[src/design/phy_rx_pkg.sv]
package phy_rx_pkg;

    localparam int SYM_W = 10;
    localparam int SYMS_PER_FLIT = 4;

    // symbols are written abcdei_fghj with bit a in the msb
    localparam logic [SYM_W-1:0] K28_5_RDN = 10'b001111_1010;
    localparam logic [SYM_W-1:0] K28_5_RDP = 10'b110000_0101;

    localparam logic [31:0] CRC_POLY = 32'h04C1_1DB7; // msb first, no reflection
    localparam logic [31:0] CRC_INIT = 32'hFFFF_FFFF; // no final inversion

    // a decoded word is a header or a plain data word
    typedef union packed {
        struct packed {
            logic [3:0]  format;
            logic [7:0]  size;     // number of payload flits that follow
            logic [19:0] rsvd;
        } hdr;
        logic [31:0] payload;
    } flit_t;

endpackage

[src/design/crc32_unrolled.sv]
`timescale 1ns/1ps

module crc32_unrolled #(
    parameter int UNROLL_FACTOR = 8
) (
    input  logic        CLK,
    input  logic        nRST,
    input  logic        crc_clear,
    input  logic        crc_update,
    input  logic [31:0] data,
    output logic [31:0] crc_value,
    output logic        crc_done,
    output logic        busy
);

    localparam int STEPS = 32 / UNROLL_FACTOR;
    localparam int STEP_W = (STEPS > 1) ? $clog2(STEPS) : 1;

    logic [31:0]       crc_q, crc_next;
    logic [31:0]       shift_q, fold_in;
    logic [STEP_W-1:0] step_q;
    logic              busy_q, done_q;

    // the first slice is folded straight from the input on the load edge
    assign fold_in = busy_q ? shift_q : data;

    always_comb begin
        logic fb;
        crc_next = crc_q;
        for (int i = 0; i < UNROLL_FACTOR; i++) begin
            fb = crc_next[31] ^ fold_in[31-i];
            crc_next = {crc_next[30:0], 1'b0} ^ (fb ? phy_rx_pkg::CRC_POLY : 32'h0);
        end
    end

    always_ff @(posedge CLK, negedge nRST) begin
        if (!nRST) begin
            crc_q <= phy_rx_pkg::CRC_INIT;
            busy_q <= 1'b0;
            done_q <= 1'b0;
            step_q <= '0;
        end else if (crc_clear) begin
            crc_q <= phy_rx_pkg::CRC_INIT; // also drops a fold in flight
            busy_q <= 1'b0;
            done_q <= 1'b0;
            step_q <= '0;
        end else begin
            done_q <= 1'b0;
            if (crc_update) begin
                crc_q <= crc_next;
                step_q <= STEP_W'(1);
                busy_q <= (STEPS > 1);
                done_q <= (STEPS == 1);
            end else if (busy_q) begin
                crc_q <= crc_next;
                step_q <= step_q + 1'b1;
                if (step_q == STEP_W'(STEPS - 1)) begin
                    busy_q <= 1'b0;
                    done_q <= 1'b1;
                end
            end
        end
    end

    always_ff @(posedge CLK) begin
        if (crc_update) begin
            shift_q <= data << UNROLL_FACTOR;
        end else if (busy_q) begin
            shift_q <= shift_q << UNROLL_FACTOR;
        end
    end

    assign crc_value = crc_q;
    assign crc_done = done_q;
    assign busy = busy_q;

    assert property (@(posedge CLK) disable iff (!nRST) crc_update |-> !busy_q);

endmodule

[src/design/dec_8b10b.sv]
`timescale 1ns/1ps

module dec_8b10b (
    input  logic                                                CLK,
    input  logic                                                nRST,
    input  logic [phy_rx_pkg::SYM_W*phy_rx_pkg::SYMS_PER_FLIT-1:0] enc_flit,
    input  logic                                                flit_strobe,
    input  logic                                                line_err,
    output phy_rx_pkg::flit_t                                   word,
    output logic                                                word_valid,
    output logic                                                is_comma,
    output logic                                                code_err
);

    localparam int SYM_W = phy_rx_pkg::SYM_W;
    localparam int SYMS = phy_rx_pkg::SYMS_PER_FLIT;

    logic [8*SYMS-1:0] dec_word;
    logic              dec_err;
    logic              first_comma;

    // returns {err, EDCBA}, both disparities accepted
    function automatic logic [5:0] dec_6b(input logic [5:0] code);
        logic [5:0] res;
        res = 6'd0;
        case (code)
            6'b100111, 6'b011000: res[4:0] = 5'd0;
            6'b011101, 6'b100010: res[4:0] = 5'd1;
            6'b101101, 6'b010010: res[4:0] = 5'd2;
            6'b110001:            res[4:0] = 5'd3;
            6'b110101, 6'b001010: res[4:0] = 5'd4;
            6'b101001:            res[4:0] = 5'd5;
            6'b011001:            res[4:0] = 5'd6;
            6'b111000, 6'b000111: res[4:0] = 5'd7;
            6'b111001, 6'b000110: res[4:0] = 5'd8;
            6'b100101:            res[4:0] = 5'd9;
            6'b010101:            res[4:0] = 5'd10;
            6'b110100:            res[4:0] = 5'd11;
            6'b001101:            res[4:0] = 5'd12;
            6'b101100:            res[4:0] = 5'd13;
            6'b011100:            res[4:0] = 5'd14;
            6'b010111, 6'b101000: res[4:0] = 5'd15;
            6'b011011, 6'b100100: res[4:0] = 5'd16;
            6'b100011:            res[4:0] = 5'd17;
            6'b010011:            res[4:0] = 5'd18;
            6'b110010:            res[4:0] = 5'd19;
            6'b001011:            res[4:0] = 5'd20;
            6'b101010:            res[4:0] = 5'd21;
            6'b011010:            res[4:0] = 5'd22;
            6'b111010, 6'b000101: res[4:0] = 5'd23;
            6'b110011, 6'b001100: res[4:0] = 5'd24;
            6'b100110:            res[4:0] = 5'd25;
            6'b010110:            res[4:0] = 5'd26;
            6'b110110, 6'b001001: res[4:0] = 5'd27;
            6'b001110:            res[4:0] = 5'd28;
            6'b101110, 6'b010001: res[4:0] = 5'd29;
            6'b011110, 6'b100001: res[4:0] = 5'd30;
            6'b101011, 6'b010100: res[4:0] = 5'd31;
            default:              res[5] = 1'b1; // K28 sub-block only valid inside a comma
        endcase
        return res;
    endfunction

    // returns {err, HGF}
    function automatic logic [3:0] dec_4b(input logic [3:0] code);
        logic [3:0] res;
        res = 4'd0;
        case (code)
            4'b1011, 4'b0100: res[2:0] = 3'd0;
            4'b1001:          res[2:0] = 3'd1;
            4'b0101:          res[2:0] = 3'd2;
            4'b1100, 4'b0011: res[2:0] = 3'd3;
            4'b1101, 4'b0010: res[2:0] = 3'd4;
            4'b1010:          res[2:0] = 3'd5;
            4'b0110:          res[2:0] = 3'd6;
            4'b1110, 4'b0001,
            4'b0111, 4'b1000: res[2:0] = 3'd7; // primary and alternate D.x.7
            default:          res[3] = 1'b1;
        endcase
        return res;
    endfunction

    function automatic logic [8:0] dec_sym(input logic [SYM_W-1:0] sym);
        logic [5:0] lo;
        logic [3:0] hi;
        lo = dec_6b(sym[9:4]);
        hi = dec_4b(sym[3:0]);
        if (sym == phy_rx_pkg::K28_5_RDN || sym == phy_rx_pkg::K28_5_RDP) begin
            return {1'b0, 8'hBC};
        end
        return {lo[5] | hi[3], hi[2:0], lo[4:0]};
    endfunction

    // symbol 0 sits in the top bits and lands in the top byte
    always_comb begin
        logic [8:0] sym_res;
        dec_word = '0;
        dec_err = line_err;
        for (int s = 0; s < SYMS; s++) begin
            sym_res = dec_sym(enc_flit[(SYMS-1-s)*SYM_W +: SYM_W]);
            dec_word[(SYMS-1-s)*8 +: 8] = sym_res[7:0];
            dec_err = dec_err | sym_res[8];
        end
    end

    assign first_comma = (enc_flit[SYMS*SYM_W-1 -: SYM_W] == phy_rx_pkg::K28_5_RDN) ||
                         (enc_flit[SYMS*SYM_W-1 -: SYM_W] == phy_rx_pkg::K28_5_RDP);

    always_ff @(posedge CLK, negedge nRST) begin
        if (!nRST) begin
            word_valid <= 1'b0;
            is_comma <= 1'b0;
            code_err <= 1'b0;
        end else begin
            word_valid <= flit_strobe;
            is_comma <= flit_strobe && first_comma && !dec_err; // a bad comma is just an error
            code_err <= flit_strobe && dec_err;
        end
    end

    always_ff @(posedge CLK) begin
        if (flit_strobe) begin
            word <= dec_word; // held until the next strobe
        end
    end

    assert property (@(posedge CLK) disable iff (!nRST) !(is_comma && code_err));

endmodule

[src/design/packet_tracker.sv]
`timescale 1ns/1ps

module packet_tracker #(
    parameter int CNT_BITS = 8
) (
    input  logic              CLK,
    input  logic              nRST,
    input  logic              accept,
    input  logic              tracker_clear,
    input  phy_rx_pkg::flit_t word,
    output logic              is_header,
    output logic              is_last_payload,
    output logic              is_crc_word
);

    logic                expect_hdr_q;
    logic [CNT_BITS-1:0] size_q;
    logic [CNT_BITS-1:0] count_q; // payload words taken so far

    assign is_header = expect_hdr_q;
    assign is_crc_word = !expect_hdr_q && (count_q == size_q);
    assign is_last_payload = !expect_hdr_q && (size_q != '0) && (count_q == size_q - 1'b1);

    always_ff @(posedge CLK, negedge nRST) begin
        if (!nRST) begin
            expect_hdr_q <= 1'b1;
            size_q <= '0;
            count_q <= '0;
        end else if (tracker_clear) begin
            expect_hdr_q <= 1'b1;
            count_q <= '0;
        end else if (accept) begin
            if (expect_hdr_q) begin
                size_q <= CNT_BITS'(word.hdr.size);
                count_q <= '0;
                expect_hdr_q <= 1'b0;
            end else if (is_crc_word) begin
                expect_hdr_q <= 1'b1; // packet closed
            end else begin
                count_q <= count_q + 1'b1;
            end
        end
    end

    assert property (@(posedge CLK) disable iff (!nRST) !(is_header && is_crc_word));

endmodule

[src/design/phy_rx_top.sv]
`timescale 1ns/1ps

module phy_rx_top #(
    parameter int UNROLL_FACTOR = 8,
    parameter int CNT_BITS = 8
) (
    input  logic                                                CLK,
    input  logic                                                nRST,
    input  logic [phy_rx_pkg::SYM_W*phy_rx_pkg::SYMS_PER_FLIT-1:0] enc_flit,
    input  logic                                                flit_strobe,
    input  logic                                                line_err,
    output phy_rx_pkg::flit_t                                   flit,
    output logic                                                flit_valid,
    output logic                                                comma_seen,
    output logic                                                packet_done,
    output logic                                                crc_ok,
    output logic                                                err_out
);

    phy_rx_pkg::flit_t dec_word;
    logic              dec_valid, dec_comma, dec_err;
    logic              accept, tracker_clear;
    logic              is_header, is_crc_word;
    logic              crc_clear, crc_update, crc_done, crc_busy;
    logic [31:0]       crc_value;

    dec_8b10b dec_i (
        .CLK(CLK),
        .nRST(nRST),
        .enc_flit(enc_flit),
        .flit_strobe(flit_strobe),
        .line_err(line_err),
        .word(dec_word),
        .word_valid(dec_valid),
        .is_comma(dec_comma),
        .code_err(dec_err)
    );

    crc32_unrolled #(
        .UNROLL_FACTOR(UNROLL_FACTOR)
    ) crc_i (
        .CLK(CLK),
        .nRST(nRST),
        .crc_clear(crc_clear),
        .crc_update(crc_update),
        .data(dec_word.payload),
        .crc_value(crc_value),
        .crc_done(crc_done),
        .busy(crc_busy)
    );

    packet_tracker #(
        .CNT_BITS(CNT_BITS)
    ) trk_i (
        .CLK(CLK),
        .nRST(nRST),
        .accept(accept),
        .tracker_clear(tracker_clear),
        .word(dec_word),
        .is_header(is_header),
        .is_last_payload(),
        .is_crc_word(is_crc_word)
    );

    rx_manager #(
        .UNROLL_FACTOR(UNROLL_FACTOR)
    ) mgr_i (
        .CLK(CLK),
        .nRST(nRST),
        .word(dec_word),
        .word_valid(dec_valid),
        .is_comma(dec_comma),
        .code_err(dec_err),
        .is_header(is_header),
        .is_crc_word(is_crc_word),
        .crc_value(crc_value),
        .crc_done(crc_done),
        .crc_busy(crc_busy),
        .crc_clear(crc_clear),
        .crc_update(crc_update),
        .accept(accept),
        .tracker_clear(tracker_clear),
        .flit_valid(flit_valid),
        .comma_seen(comma_seen),
        .packet_done(packet_done),
        .crc_ok(crc_ok),
        .err_out(err_out)
    );

    assign flit = dec_word;

endmodule

[src/design/rx_manager.sv]
`timescale 1ns/1ps

module rx_manager #(
    parameter int UNROLL_FACTOR = 8
) (
    input  logic              CLK,
    input  logic              nRST,
    input  phy_rx_pkg::flit_t word,
    input  logic              word_valid,
    input  logic              is_comma,
    input  logic              code_err,
    input  logic              is_header,
    input  logic              is_crc_word,
    input  logic [31:0]       crc_value,
    input  logic              crc_done,
    input  logic              crc_busy,
    output logic              crc_clear,
    output logic              crc_update,
    output logic              accept,
    output logic              tracker_clear,
    output logic              flit_valid,
    output logic              comma_seen,
    output logic              packet_done,
    output logic              crc_ok,
    output logic              err_out
);

    localparam logic [1:0] IDLE  = 2'd0;
    localparam logic [1:0] FOLD  = 2'd1;
    localparam logic [1:0] CHECK = 2'd2;
    localparam logic [1:0] ERR   = 2'd3;

    localparam int MIN_GAP = 32 / UNROLL_FACTOR + 1; // quiet cycles needed after each word

    logic [1:0] state_q, state_d;
    logic       fold_payload_q; // the word in the CRC engine is payload, not header
    logic       overrun, bad_word, take_word;
    logic       err_pulse_q, comma_pulse_q;

    assign overrun = word_valid && (crc_busy || state_q == FOLD);
    assign bad_word = (word_valid && code_err) || overrun;
    assign take_word = (state_q == IDLE) && word_valid && !is_comma && !bad_word;

    always_comb begin
        state_d = state_q;
        crc_clear = 1'b0;
        crc_update = 1'b0;
        accept = 1'b0;
        tracker_clear = 1'b0;
        flit_valid = 1'b0;
        packet_done = 1'b0;
        crc_ok = 1'b0;
        case (state_q)
            IDLE: begin
                if (take_word) begin
                    accept = 1'b1;
                    if (is_crc_word) begin
                        state_d = CHECK;
                    end else begin
                        crc_update = 1'b1;
                        state_d = FOLD;
                    end
                end
            end
            FOLD: begin
                if (crc_done) begin
                    flit_valid = fold_payload_q;
                    state_d = IDLE;
                end
            end
            CHECK: begin
                packet_done = 1'b1;
                crc_ok = (crc_value == word.payload); // word still holds the CRC flit
                crc_clear = 1'b1;
                tracker_clear = 1'b1;
                state_d = IDLE;
            end
            default: begin
                crc_clear = 1'b1;
                tracker_clear = 1'b1;
                if (word_valid && is_comma) begin
                    state_d = IDLE; // next word starts a new packet
                end
            end
        endcase
        if (bad_word && state_q != ERR) begin
            state_d = ERR;
        end
    end

    always_ff @(posedge CLK, negedge nRST) begin
        if (!nRST) begin
            state_q <= IDLE;
            fold_payload_q <= 1'b0;
            err_pulse_q <= 1'b0;
            comma_pulse_q <= 1'b0;
        end else begin
            state_q <= state_d;
            err_pulse_q <= bad_word && (state_q != ERR); // once per error burst
            comma_pulse_q <= word_valid && is_comma;
            if (crc_update) begin
                fold_payload_q <= !is_header;
            end
        end
    end

    assign err_out = err_pulse_q;
    assign comma_seen = comma_pulse_q;

    // the source keeps strobes at least 32/UNROLL_FACTOR + 2 cycles apart
    for (genvar k = 1; k <= MIN_GAP; k++) begin : g_gap
        assert property (@(posedge CLK) disable iff (!nRST)
            word_valid |-> !$past(word_valid, k));
    end

endmodule

[config.mk]
export PLATFORM = sky130hd
export DESIGN_NAME = phy_rx_top
export DESIGN_NICKNAME = d
export VERILOG_FILES = /design/src/design/phy_rx_pkg.sv /design/src/design/crc32_unrolled.sv /design/src/design/dec_8b10b.sv /design/src/design/packet_tracker.sv /design/src/design/phy_rx_top.sv /design/src/design/rx_manager.sv
export SDC_FILE = /design/constraint.sdc
export NUM_CORES = 1
export LEC_CHECK = 0
export ABC_CLOCK_PERIOD_IN_PS = 2450
export BUFFER_PORTS_ARGS = -buffer_cell sky130_fd_sc_hd__buf_2
export CORE_MARGIN = 2
export CORE_UTILIZATION = 40
export DETAILED_ROUTE_END_ITERATION = 6
export PLACE_DENSITY = 0.63
export SETUP_SLACK_MARGIN = 0.05
export SLEW_MARGIN = 20
export SYNTH_ARGS = -nofsm -noshare
export SYNTH_HDL_FRONTEND = slang
export SYNTH_SLANG_ARGS = --single-unit
[constraint.sdc]
create_clock -name CLK -period 2.45 [get_ports CLK]
set_input_delay 0.3675 -clock CLK [delete_from_list [all_inputs] [get_ports CLK]]
set_output_delay 0.3675 -clock CLK [all_outputs]
set_load 0.005 [all_outputs]
Word level (Yosys, flattened, before mapping)
Cells that the tools add are included.
{"block": "totals", "reg_bits": 117, "in_bits": 44}
{"block": "op_classes", "n_reduce_logical": 100, "bitwise": 24, "n_eq_ne": 259, "mux": 76, "add_sub_neg": 2}
{"cell": "$pmux W5 S31", "n": 4}
{"cell": "$eq A6 B6 Y1 const B", "n": 92}
{"cell": "$eq A6 B5 Y1 const B", "n": 56}
{"cell": "$xor A32 B32 Y32", "n": 8}
{"cell": "$mux W27", "n": 8}
{"cell": "$mux W32", "n": 6}
{"cell": "$reduce_or A46 Y1", "n": 4}
{"cell": "$eq A6 B4 Y1 const B", "n": 24}
{"cell": "$reduce_or A2 Y1", "n": 61}
{"cell": "$eq A4 B4 Y1 const B", "n": 28}
{"cell": "$pmux W3 S7", "n": 4}
{"cell": "$eq A6 B3 Y1 const B", "n": 12}
{"cell": "$mux W9", "n": 8}
{"cell": "$eq A4 B3 Y1 const B", "n": 16}
{"cell": "$reduce_or A14 Y1", "n": 4}
{"cell": "$eq A10 B10 Y1 const B", "n": 4}
{"cell": "$eq A10 B8 Y1 const B", "n": 4}
{"cell": "$mux W1", "n": 33}
{"cell": "$eq A32 B32 Y1", "n": 1}
{"cell": "$eq A4 B2 Y1 const B", "n": 8}
{"cell": "$mux W8", "n": 4}
{"cell": "$eq A4 B1 Y1 const B", "n": 4}
{"cell": "$mux W2", "n": 8}
{"cell": "$reduce_or A4 Y1", "n": 4}
{"cell": "21 further kinds", "n": 56}

Longest topological paths before layout
Gate-level depths: netlist (run 1).
{"block": "depth", "word_depth": 28, "depth_mapped": 10, "mapped_depth_nobuf": 7}

Hierarchy
From an unflattened synthesis (run 1), not the netlist that was laid out.
{"block": "unflattened", "hier_cells": 1015, "area_unflattened_um2": 9193.8}
{"mod": "dec_8b10b", "cells_each": 550, "seq_area_each_um2": 1036.0, "area_each_um2": 4103.9, "instances": 1}
{"mod": "crc32_unrolled", "cells_each": 259, "seq_area_each_um2": 1661.6, "area_each_um2": 3216.8, "instances": 1}
{"mod": "packet_tracker", "cells_each": 131, "seq_area_each_um2": 426.7, "area_each_um2": 1219.9, "instances": 1}
{"mod": "rx_manager", "cells_each": 75, "seq_area_each_um2": 125.1, "area_each_um2": 653.1, "instances": 1}

Worst setup path before layout (run 1)
OpenSTA, ideal clock, no wires.
{"block": "synth_timing", "path_kind": "flip-flop to flip-flop", "start": "register crc_i.busy_q (netlist: crc_i.busy)", "end": "register crc_i.shift_q[10] (enable)", "n_path_buf": 3, "period_less_slack_ns": 2.360, "required_ns": 2.077, "slack_ns": 0.090, "stages_incl_launch_ff": 9, "arrival_time_ns": 1.987, "cell_sequence": "dfrtp_1 buf_6 buf_6 nor2_1 nand4b_1 a31oi_4 nor2_2 inv_2 buf_2"}
{"block": "synth_between", "elab_chain_cells": 8}
{"item": "from (decl)", "line_no": "crc32_unrolled.sv:22", "rtl": "logic busy_q, done_q;"}
{"item": "from (signal assigned)", "line_no": "crc32_unrolled.sv:52", "rtl": "busy_q <= (STEPS > 1);"}
{"item": "$logic_or A1 B1 Y1", "line_no": "rx_manager.sv:40", "rtl": "assign overrun = word_valid && (crc_busy || state_q == FOLD);"}
{"item": "$logic_and A1 B1 Y1", "line_no": "rx_manager.sv:40"}
{"item": "$logic_or A1 B1 Y1", "line_no": "rx_manager.sv:41", "rtl": "assign bad_word = (word_valid && code_err) || overrun;"}
{"item": "$logic_not A1 Y1", "line_no": "rx_manager.sv:42", "rtl": "assign take_word = (state_q == IDLE) && word_valid && !is_comma && !bad_word;"}
{"item": "$logic_and A1 B1 Y1", "line_no": "rx_manager.sv:42"}
{"item": "$mux W1", "line_no": "rx_manager.sv:55", "rtl": "if (take_word) begin"}
{"item": "$mux W1", "line_no": "rx_manager.sv:53", "rtl": "case (state_q)"}
{"item": "$reduce_bool A2 Y1 (no source line) *"}
{"item": "to (signal assigned)", "line_no": "crc32_unrolled.sv:67", "rtl": "shift_q <= data << UNROLL_FACTOR;"}
{"item": "to (signal assigned)", "line_no": "crc32_unrolled.sv:69", "rtl": "shift_q <= shift_q << UNROLL_FACTOR;"}
{"item": "to (decl)", "line_no": "crc32_unrolled.sv:20", "rtl": "logic [31:0] shift_q, fold_in;"}
Every way passes the cells marked *; elsewhere a longest branch is shown, timed or not.
A chain may end at the register's enable or synchronous reset.

Worst setup path after layout (run 1)
{"block": "layout_timing", "start": "register dec_i.word[8] in the netlist's numbering", "end": "output port crc_ok"}
{"block": "layout_between", "elab_chain_cells": 2}
{"item": "from (decl)", "line_no": "dec_8b10b.sv:9", "rtl": "output phy_rx_pkg::flit_t word,"}
{"item": "from (signal assigned)", "line_no": "dec_8b10b.sv:123", "rtl": "word <= dec_word;"}
{"item": "$eq A32 B32 Y1", "line_no": "rx_manager.sv:73", "rtl": "crc_ok = (crc_value == word.payload);"}
{"item": "$mux W1", "line_no": "rx_manager.sv:53"}
{"item": "to (decl)", "line_no": "phy_rx_top.sv:16", "rtl": "output logic crc_ok,"}
Every way passes these cells.

==> reports/results.ini, run 1 <==
[routing]
routedWlPerCell_um=17.6
viasPerCell=5.53
drtAntennaViolNets=0
totalWireLength_mm=23.3
drc=0
vias=7318
first_iter_violations=529
first_pass_iters=4

[worst_setup_path]
startpoint_type=flop
r2r_end=crc_i.crc_value[13]$_DFFE_PN1P_
worstSetupPathType=flop to output pin
path_max_fanout=2
r2r_start=crc_i.busy$_DFF_PN0_
cp.arrival_ns=2.12
r2r_slack_ns=0.16
worstPathRequired_ns=2.08
cpMaxStageDelayCell=edfxtp_1
reg2regPathDepth=8
cp_cell_sequence=xnor2_2 > nand4_1 > nor4_2 > nand4_1 > nor4_2 > buf_4 > buf_6
critPathMaxStageDelay_ns=0.50
critical_path.endpoint_type=output pin

[clock_network]
cts_buffer_depth=2
cts_tree=yes
insertion_delay_ns=0.42
cts_buffers=17
cts.sinks=117
htreeDepth=4
cts_root_buf=clkbuf_16
clkTransAtPathRegs_ns=0.05

[status]
violations=negative setup slack
status=finished with violations

[power_and_ir_drop]
p_per_area_nw_per_um2=889
peakVddDrop_mv=0.421
leakagePower_nw=4.12

[timing]
setup_violations=1
fmax_ghz=0.402
maxSlewViolCount=0
fin_ws_ns=-0.0375
hold_viol_final=0
relSlewSlack=0.562
fin_crit_ns=2.49
skew_ns=0.0103
rsz0062_at_grt=true
tightest_slew_ns=0.649
period_share=1.02

[grt]
grt_max_degree=62
antenna_found_initial=0
first_global_vias=6805
grt.overflow.total=0
grt_pass1_wl_mm=37.6
track_usage=0.202

[logic_synthesis]
synth.cell_area_um2=8750
syn_inst=943
syn-num-nets=989
ys_seq_area_frac=0.371
synth_cell_types=79
ys_warn_count=0
synth_edf_count=56
async_reset_ff_frac=0.521
synth_ff_type=edfxtp_1
synth-seq-cells=117
avgSynthCellArea_um2=9.28

[place]
dp.final_hpwl_mm=16.7
place_inst=1278
gp_congestion=0.873
port_buffers=80
place_worst_setup_slack_ns=0.113

[finish]
nets=1077
n_fill_cell=2015
areaGrowthSynthToFinish_pct=18.9
drive_gt1_frac=0.257
fin_cells=1324
num_antenna_cells=0

[worst_hold_path]
min_from=line_err
hold_end=dec_i.is_comma$_DFF_PN0_
whs_path_depth=3
min_path_type=primary input to flop

[floorplan]
rows=54
io_pins=81
coreArea_um2=21600
die_area_um2=23100
initial_utilization=0.405
die_x_um=152
die_height_um=152

[job]
maxCapViolations=0

## Yosys cell counts (6+ instances only)
cell type / instances / area, um2
a211oi_1: 11 / 82.6
a21o_1: 6 / 45.0
a21oi_1: 30 / 150
a221oi_1: 6 / 52.6
a31oi_1: 8 / 50.1
a32oi_1: 9 / 78.8
and2_1: 17 / 106
and3_1: 9 / 56.3
buf_1: 8 / 30.0
clkbuf_1: 60 / 225
dfrtp_1: 28 / 701
dfstp_2: 33 / 867
edfxtp_1: 56 / 1680
inv_1: 19 / 71.3
mux2_2: 27 / 304
nand2_1: 95 / 357
nand2b_1: 11 / 68.8
nand3_1: 19 / 95.1
nand4_1: 14 / 87.6
nor2_1: 84 / 315
nor2b_1: 16 / 100
nor3_1: 15 / 75.1
nor4_1: 8 / 50.1
o211ai_1: 18 / 135
o21ai_0: 57 / 285
o21ai_1: 7 / 35.0
o22ai_1: 15 / 93.8
o311ai_0: 8 / 70.1
xnor2_1: 69 / 604
xor2_1: 53 / 464
## state kept, by name, summed over array words and instances, names as in the netlist, 2 cells and up
signal           cells
crc_i.shift_q       24
dec_i.word          32
crc_i.step_q         2
crc_i.crc_value     32
trk_i.size_q         8
mgr_i.state_q        2
trk_i.count_q        8
## worst max-delay path: cells and delay by family, from the launching register on
family / cells / cell delay (ns)
xor+xnor: 1 / 0.21
flops: 1 / 0.50
buf+inv: 2 / 0.24
simple gates: 4 / 0.76
## final cells by class
type / instances / area [um2] / area share
Clock buffer: 22 / 454 / 0.0437
Clock inverter: 10 / 178 / 0.0171
Inverter: 21 / 78.8 / 0.00758
Multi-Input combinational cell: 732 / 5170 / 0.497
Sequential cell: 117 / 3250 / 0.312
Tap cell: 280 / 350 / 0.0337
Timing Repair Buffer: 142 / 925 / 0.0889
## repair_timing
action / in CTS / in global routing
cloned: 0 / 0
buffers inserted: 13 / 0
gates resized for setup: 3 / 4
hold endpoints to repair: 28 / 0
pin swaps: 7 / 3
endpoints found under the setup margin: 1 / 1
hold buffers: 1 / 0
## metrics by stage
| stage | util | hold WS (ns) | cell area [um2] | power [mW] | TNS [ns] |
|---|---|---|---|---|---|
| final | 0.481 | 0.262 | 10400 | 9.25 | -0.0375 |
| after global routing | 0.481 | 0.253 | 10400 | 9.76 | -0.147 |
| after CTS | 0.480 | 0.248 | 10400 | 9.27 | -0.170 |
| after detailed placement | 0.445 | 0.409 | 9620 | 6.49 | 0 |
| after global placement | 0.445 | 0.410 | 9620 | 6.47 | 0 |
| after floorplan | - | 0.0719 | 8750 | 5.48 | 0 |
## cell families after synthesis
group	share of synthesized area
compound gates	0.177
xor+xnor	0.166
fa+ha+maj	0.00400
buf+inv	0.0425
flops	0.371
mux	0.0549
simple gates	0.184
## how the worst max path moves through the flow
stage / startpoint / to / slack [ns] / depth (start not counted)
global placement: dec_i.word[4]$_SDFFCE_PN1P_ / crc_ok / 0.16 / 7
finish: dec_i.word[8]$_SDFFCE_PN0P_ / crc_ok / -0.04 / 7
global route: crc_i.crc_value[7]$_DFFE_PN1P_ / crc_ok / -0.15 / 7
floorplan: crc_i.busy$_DFF_PN0_ / crc_i.shift_q[10]$_SDFFCE_PN0P_ / 0.09 / 8
CTS: crc_i.crc_value[3]$_DFFE_PN1P_ / crc_ok / -0.17 / 7
detailed placement: enc_flit[20] / dec_i.code_err$_DFF_PN0_ / 0.11 / 6
## power by group
part / switching [mW] / internal [mW]
logic: 2.00 / 1.73
clock network: 0.854 / 1.82
registers: 0.336 / 2.51
total: 3.19 / 6.06
## layer usage
metal,GRT usage,vias up,part of all wire
li1,-,3601,-
met1,0.282,3528,0.47
met2,0.327,170,0.48
met3,0.0402,19,0.044
met4,0.0427,0,0.010
met5,0,-,0
## cell usage in the layout, fill, tap and decap left out, types with 15 or more instances in the layout
| cell type | synthesis | final |
|---|---|---|
| mux2_2 | 27 | 27 |
| xnor2_1 | 69 | 65 |
| clkbuf_16 | 0 | 17 |
| dfstp_2 | 33 | 33 |
| inv_1 | 19 | 19 |
| and2_1 | 17 | 17 |
| nor3_1 | 15 | 15 |
| nor2b_1 | 16 | 16 |
| edfxtp_1 | 56 | 56 |
| nand2_1 | 95 | 95 |
| buf_4 | 0 | 57 |
| dfrtp_1 | 28 | 28 |
| xor2_1 | 53 | 53 |
| o22ai_1 | 15 | 15 |
| a21oi_1 | 30 | 30 |
| buf_2 | 3 | 79 |
| o21ai_0 | 57 | 57 |
| nand3_1 | 19 | 19 |
| o211ai_1 | 18 | 18 |
| nor2_1 | 84 | 84 |
Note: power is estimated with default switching activity, not from simulation.
==> run 2, diff against run 1 <==
--- a/config.mk
+++ b/config.mk
@@ -10,7 +10,9 @@
 export CORE_MARGIN = 2
 export CORE_UTILIZATION = 40
 export DETAILED_ROUTE_END_ITERATION = 6
+export MAX_ROUTING_LAYER = met4
 export PLACE_DENSITY = 0.63
+export REMOVE_ABC_BUFFERS = 1
 export SETUP_SLACK_MARGIN = 0.05
 export SLEW_MARGIN = 20
 export SYNTH_ARGS = -nofsm -noshare
==> run 2 against run 1 <==
Register-to-register slack gained 0.04 ns. First-iteration DRC count grew 20%. Non-clock buffer count grew 1. The flow still finishes with violations (negative setup slack). Sequential power is essentially flat. Worst setup slack lost 0.11 ns. Largest cell class unchanged. Sequential share of layout area grew 0.28 points. Combinational power is essentially flat. Clock power shrank 17%. Cell count is the same. Flip-flop and latch count is the same. Die area is the same.
==> reports/results.ini, run 2 (synthesis gave the netlist of run 1 again) <==
[power_and_ir_drop]
power.internal_mw=5.63  ; -7.0%
peakVddDrop_mv=0.447  ; +6.2%
p_per_area_nw_per_um2=855  ; -3.9%
pwr-share-seq=0.326  ; +0.018
p_switching_mw=3.18  ; -0.27%
switching_share=0.361  ; +0.0161
power_mw=8.81  ; -4.7%
combPwrFrac=0.423  ; +0.020
leakagePower_nw=4.09  ; -0.68%
power.clock.fraction=0.252  ; -0.037

[grt]
antenna_found_initial=0  ; unchanged
first_global_vias=6845  ; +0.59%
track_usage=0.210  ; +0.00801
grt_max_degree=36  ; -42%
grt_pass1_wl_mm=37.9  ; +0.79%
grt.overflow.total=0  ; unchanged

[timing]
fin_ws_ns=-0.146  ; -0.108 ns
period_share=1.06  ; +0.0441
skew_ns=0.00635  ; -0.00392 ns
hold_viol_final=0  ; unchanged
fin_crit_ns=2.60  ; +0.108 ns
maxSlewViolCount=0  ; unchanged
rsz0062_at_grt=true
tightest_slew_ns=0.874  ; +0.225 ns
relSlewSlack=0.417  ; -0.144
fmax_ghz=0.385  ; -4.2%
setup_violations=1  ; unchanged

[clock_network]
cts.sinks=117  ; unchanged
cts_tree=yes
insertion_delay_ns=0.41  ; about the same
clkTransAtPathRegs_ns=0.05  ; about the same
cts_buffer_depth=2  ; unchanged
htreeDepth=4  ; unchanged
cts_root_buf=clkbuf_16
cts_buffers=17  ; unchanged

[worst_setup_path]
path_max_fanout=2  ; unchanged
reg2regPathDepth=7  ; -1
startpoint_type=flop
worstPathRequired_ns=2.08  ; about the same
crit_start=crc_i.crc_value[11]$_DFFE_PN1P_
r2r_slack_ns=0.20  ; +0.04 ns
worstSetupPathType=flop to output pin
r2r_start=dec_i.word[26]$_SDFFCE_PN1P_
cp.arrival_ns=2.23  ; +0.11 ns
critical_path.endpoint_type=output pin

[status]
violations=negative setup slack
status=finished with violations

[floorplan]
die_x_um=152  ; unchanged
die_height_um=152  ; unchanged
rows=54  ; unchanged
coreArea_um2=21600  ; unchanged
io_pins=81  ; unchanged
initial_utilization=0.405  ; unchanged
die_area_um2=23100  ; unchanged

[routing]
drc=0  ; unchanged
first_pass_iters=7  ; +3
routedWlPerCell_um=17.9  ; +2.1%
vias=7428  ; +1.5%
viasPerCell=5.61  ; +1.5%
first_iter_violations=635  ; +20%
totalWireLength_mm=23.8  ; +2.1%
drtAntennaViolNets=0  ; unchanged

[finish]
layout_commonest_cell=nand2_1
layout_common_cells=nand2_1, nor2_1, buf_2
nets=1078  ; +0.093%
fin_cells=1324  ; unchanged
drive_gt1_frac=0.259  ; +0.00192
areaGrowthSynthToFinish_pct=17.9
num_antenna_cells=0  ; unchanged

[place]
gp_congestion=0.936  ; +7.2%
place_inst=1279  ; +0.078%
dp.final_hpwl_mm=17.0  ; +2.1%
port_buffers=80  ; unchanged

[worst_hold_path]
whs_path_depth=3  ; unchanged
min_from=line_err
min_path_type=primary input to flop

[job]
maxCapViolations=0  ; unchanged

run 2: cell types whose count changed in the layout (fill, tap and decap cells not counted), sizes merged:
cell    delta
bufinv     -4
clkinv     +3
buf        +1
run 2: final timing paths:
kind	to
worst max register to register	crc_i.crc_value[6]$_DFFE_PN1P_
min in group asynchronous	mgr_i.state_q[1]$_DFFE_PN0P_
worst min register to register	crc_i.crc_value[19]$_DFFE_PN1P_
max in group asynchronous	crc_i.crc_value[31]$_DFFE_PN1P_
worst max-delay path	crc_ok
worst min-delay path	dec_i.is_comma$_DFF_PN0_
run 2: cell type report:
type,count,area (um2)
clock buffers,22,454
clock inverters,9,65.1
fillers,2036,11300
inverters,21,78.8
multi-input cells,732,5200
flip-flops and latches,117,3250
well taps,280,350
repair buffers,143,920
run 2: repair_timing:
item,4_1_cts,5_1_grt
buffers inserted,10,3
resized for setup,7,5
pin swaps,7,3
endpoints found under the setup margin,1,8
hold endpoints to repair,9,0
hold buffers,1,0
run 2: metrics by stage:
stage	utilization	setup WS, ns	cell area [um2]	setup TNS, ns	hold WS (ns)
4_1_cts	0.475	-0.151	10300	-0.151	0.277
3_3_place_gp	0.445	-0.0669	9610	-0.0669	0.378
2_1_floorplan	-	-0.963	8460	-44.34	0.0719
3_5_place_dp	0.445	-0.0664	9610	-0.0664	0.384
6_report	0.477	-0.146	10300	-0.146	0.290
5_1_grt	0.477	-0.242	10300	-0.242	0.285
run 2: critical path, stage by stage (launching register included):
cell and delay (ns):
dfstp_2 0.55, xnor2_2 0.14, nand4_1 0.15, nor4_2 0.36, nand4_1 0.17, nor4_2 0.20
buf_4 0.16, buf_6 0.08
run 2: layer usage:
metal | vias up | track usage | part of all wire
li1 | 3595 | - | -
met1 | 3558 | 0.281 | 0.45
met2 | 238 | 0.321 | 0.47
met3 | 37 | 0.0456 | 0.056
met4 | 0 | 0.0632 | 0.023
met5 | - | - | 0
run 2: power groups by stage:
stage | logic [mW] | registers, mW | clock network (mW)
5_1_grt | 4.01 | 2.91 | 2.35
2_1_floorplan | 2.51 | 2.83 | 0
3_3_place_gp | 3.52 | 2.91 | 0
6_report | 3.73 | 2.87 | 2.22
4_1_cts | 3.63 | 2.87 | 2.26
3_5_place_dp | 3.52 | 2.92 | 0
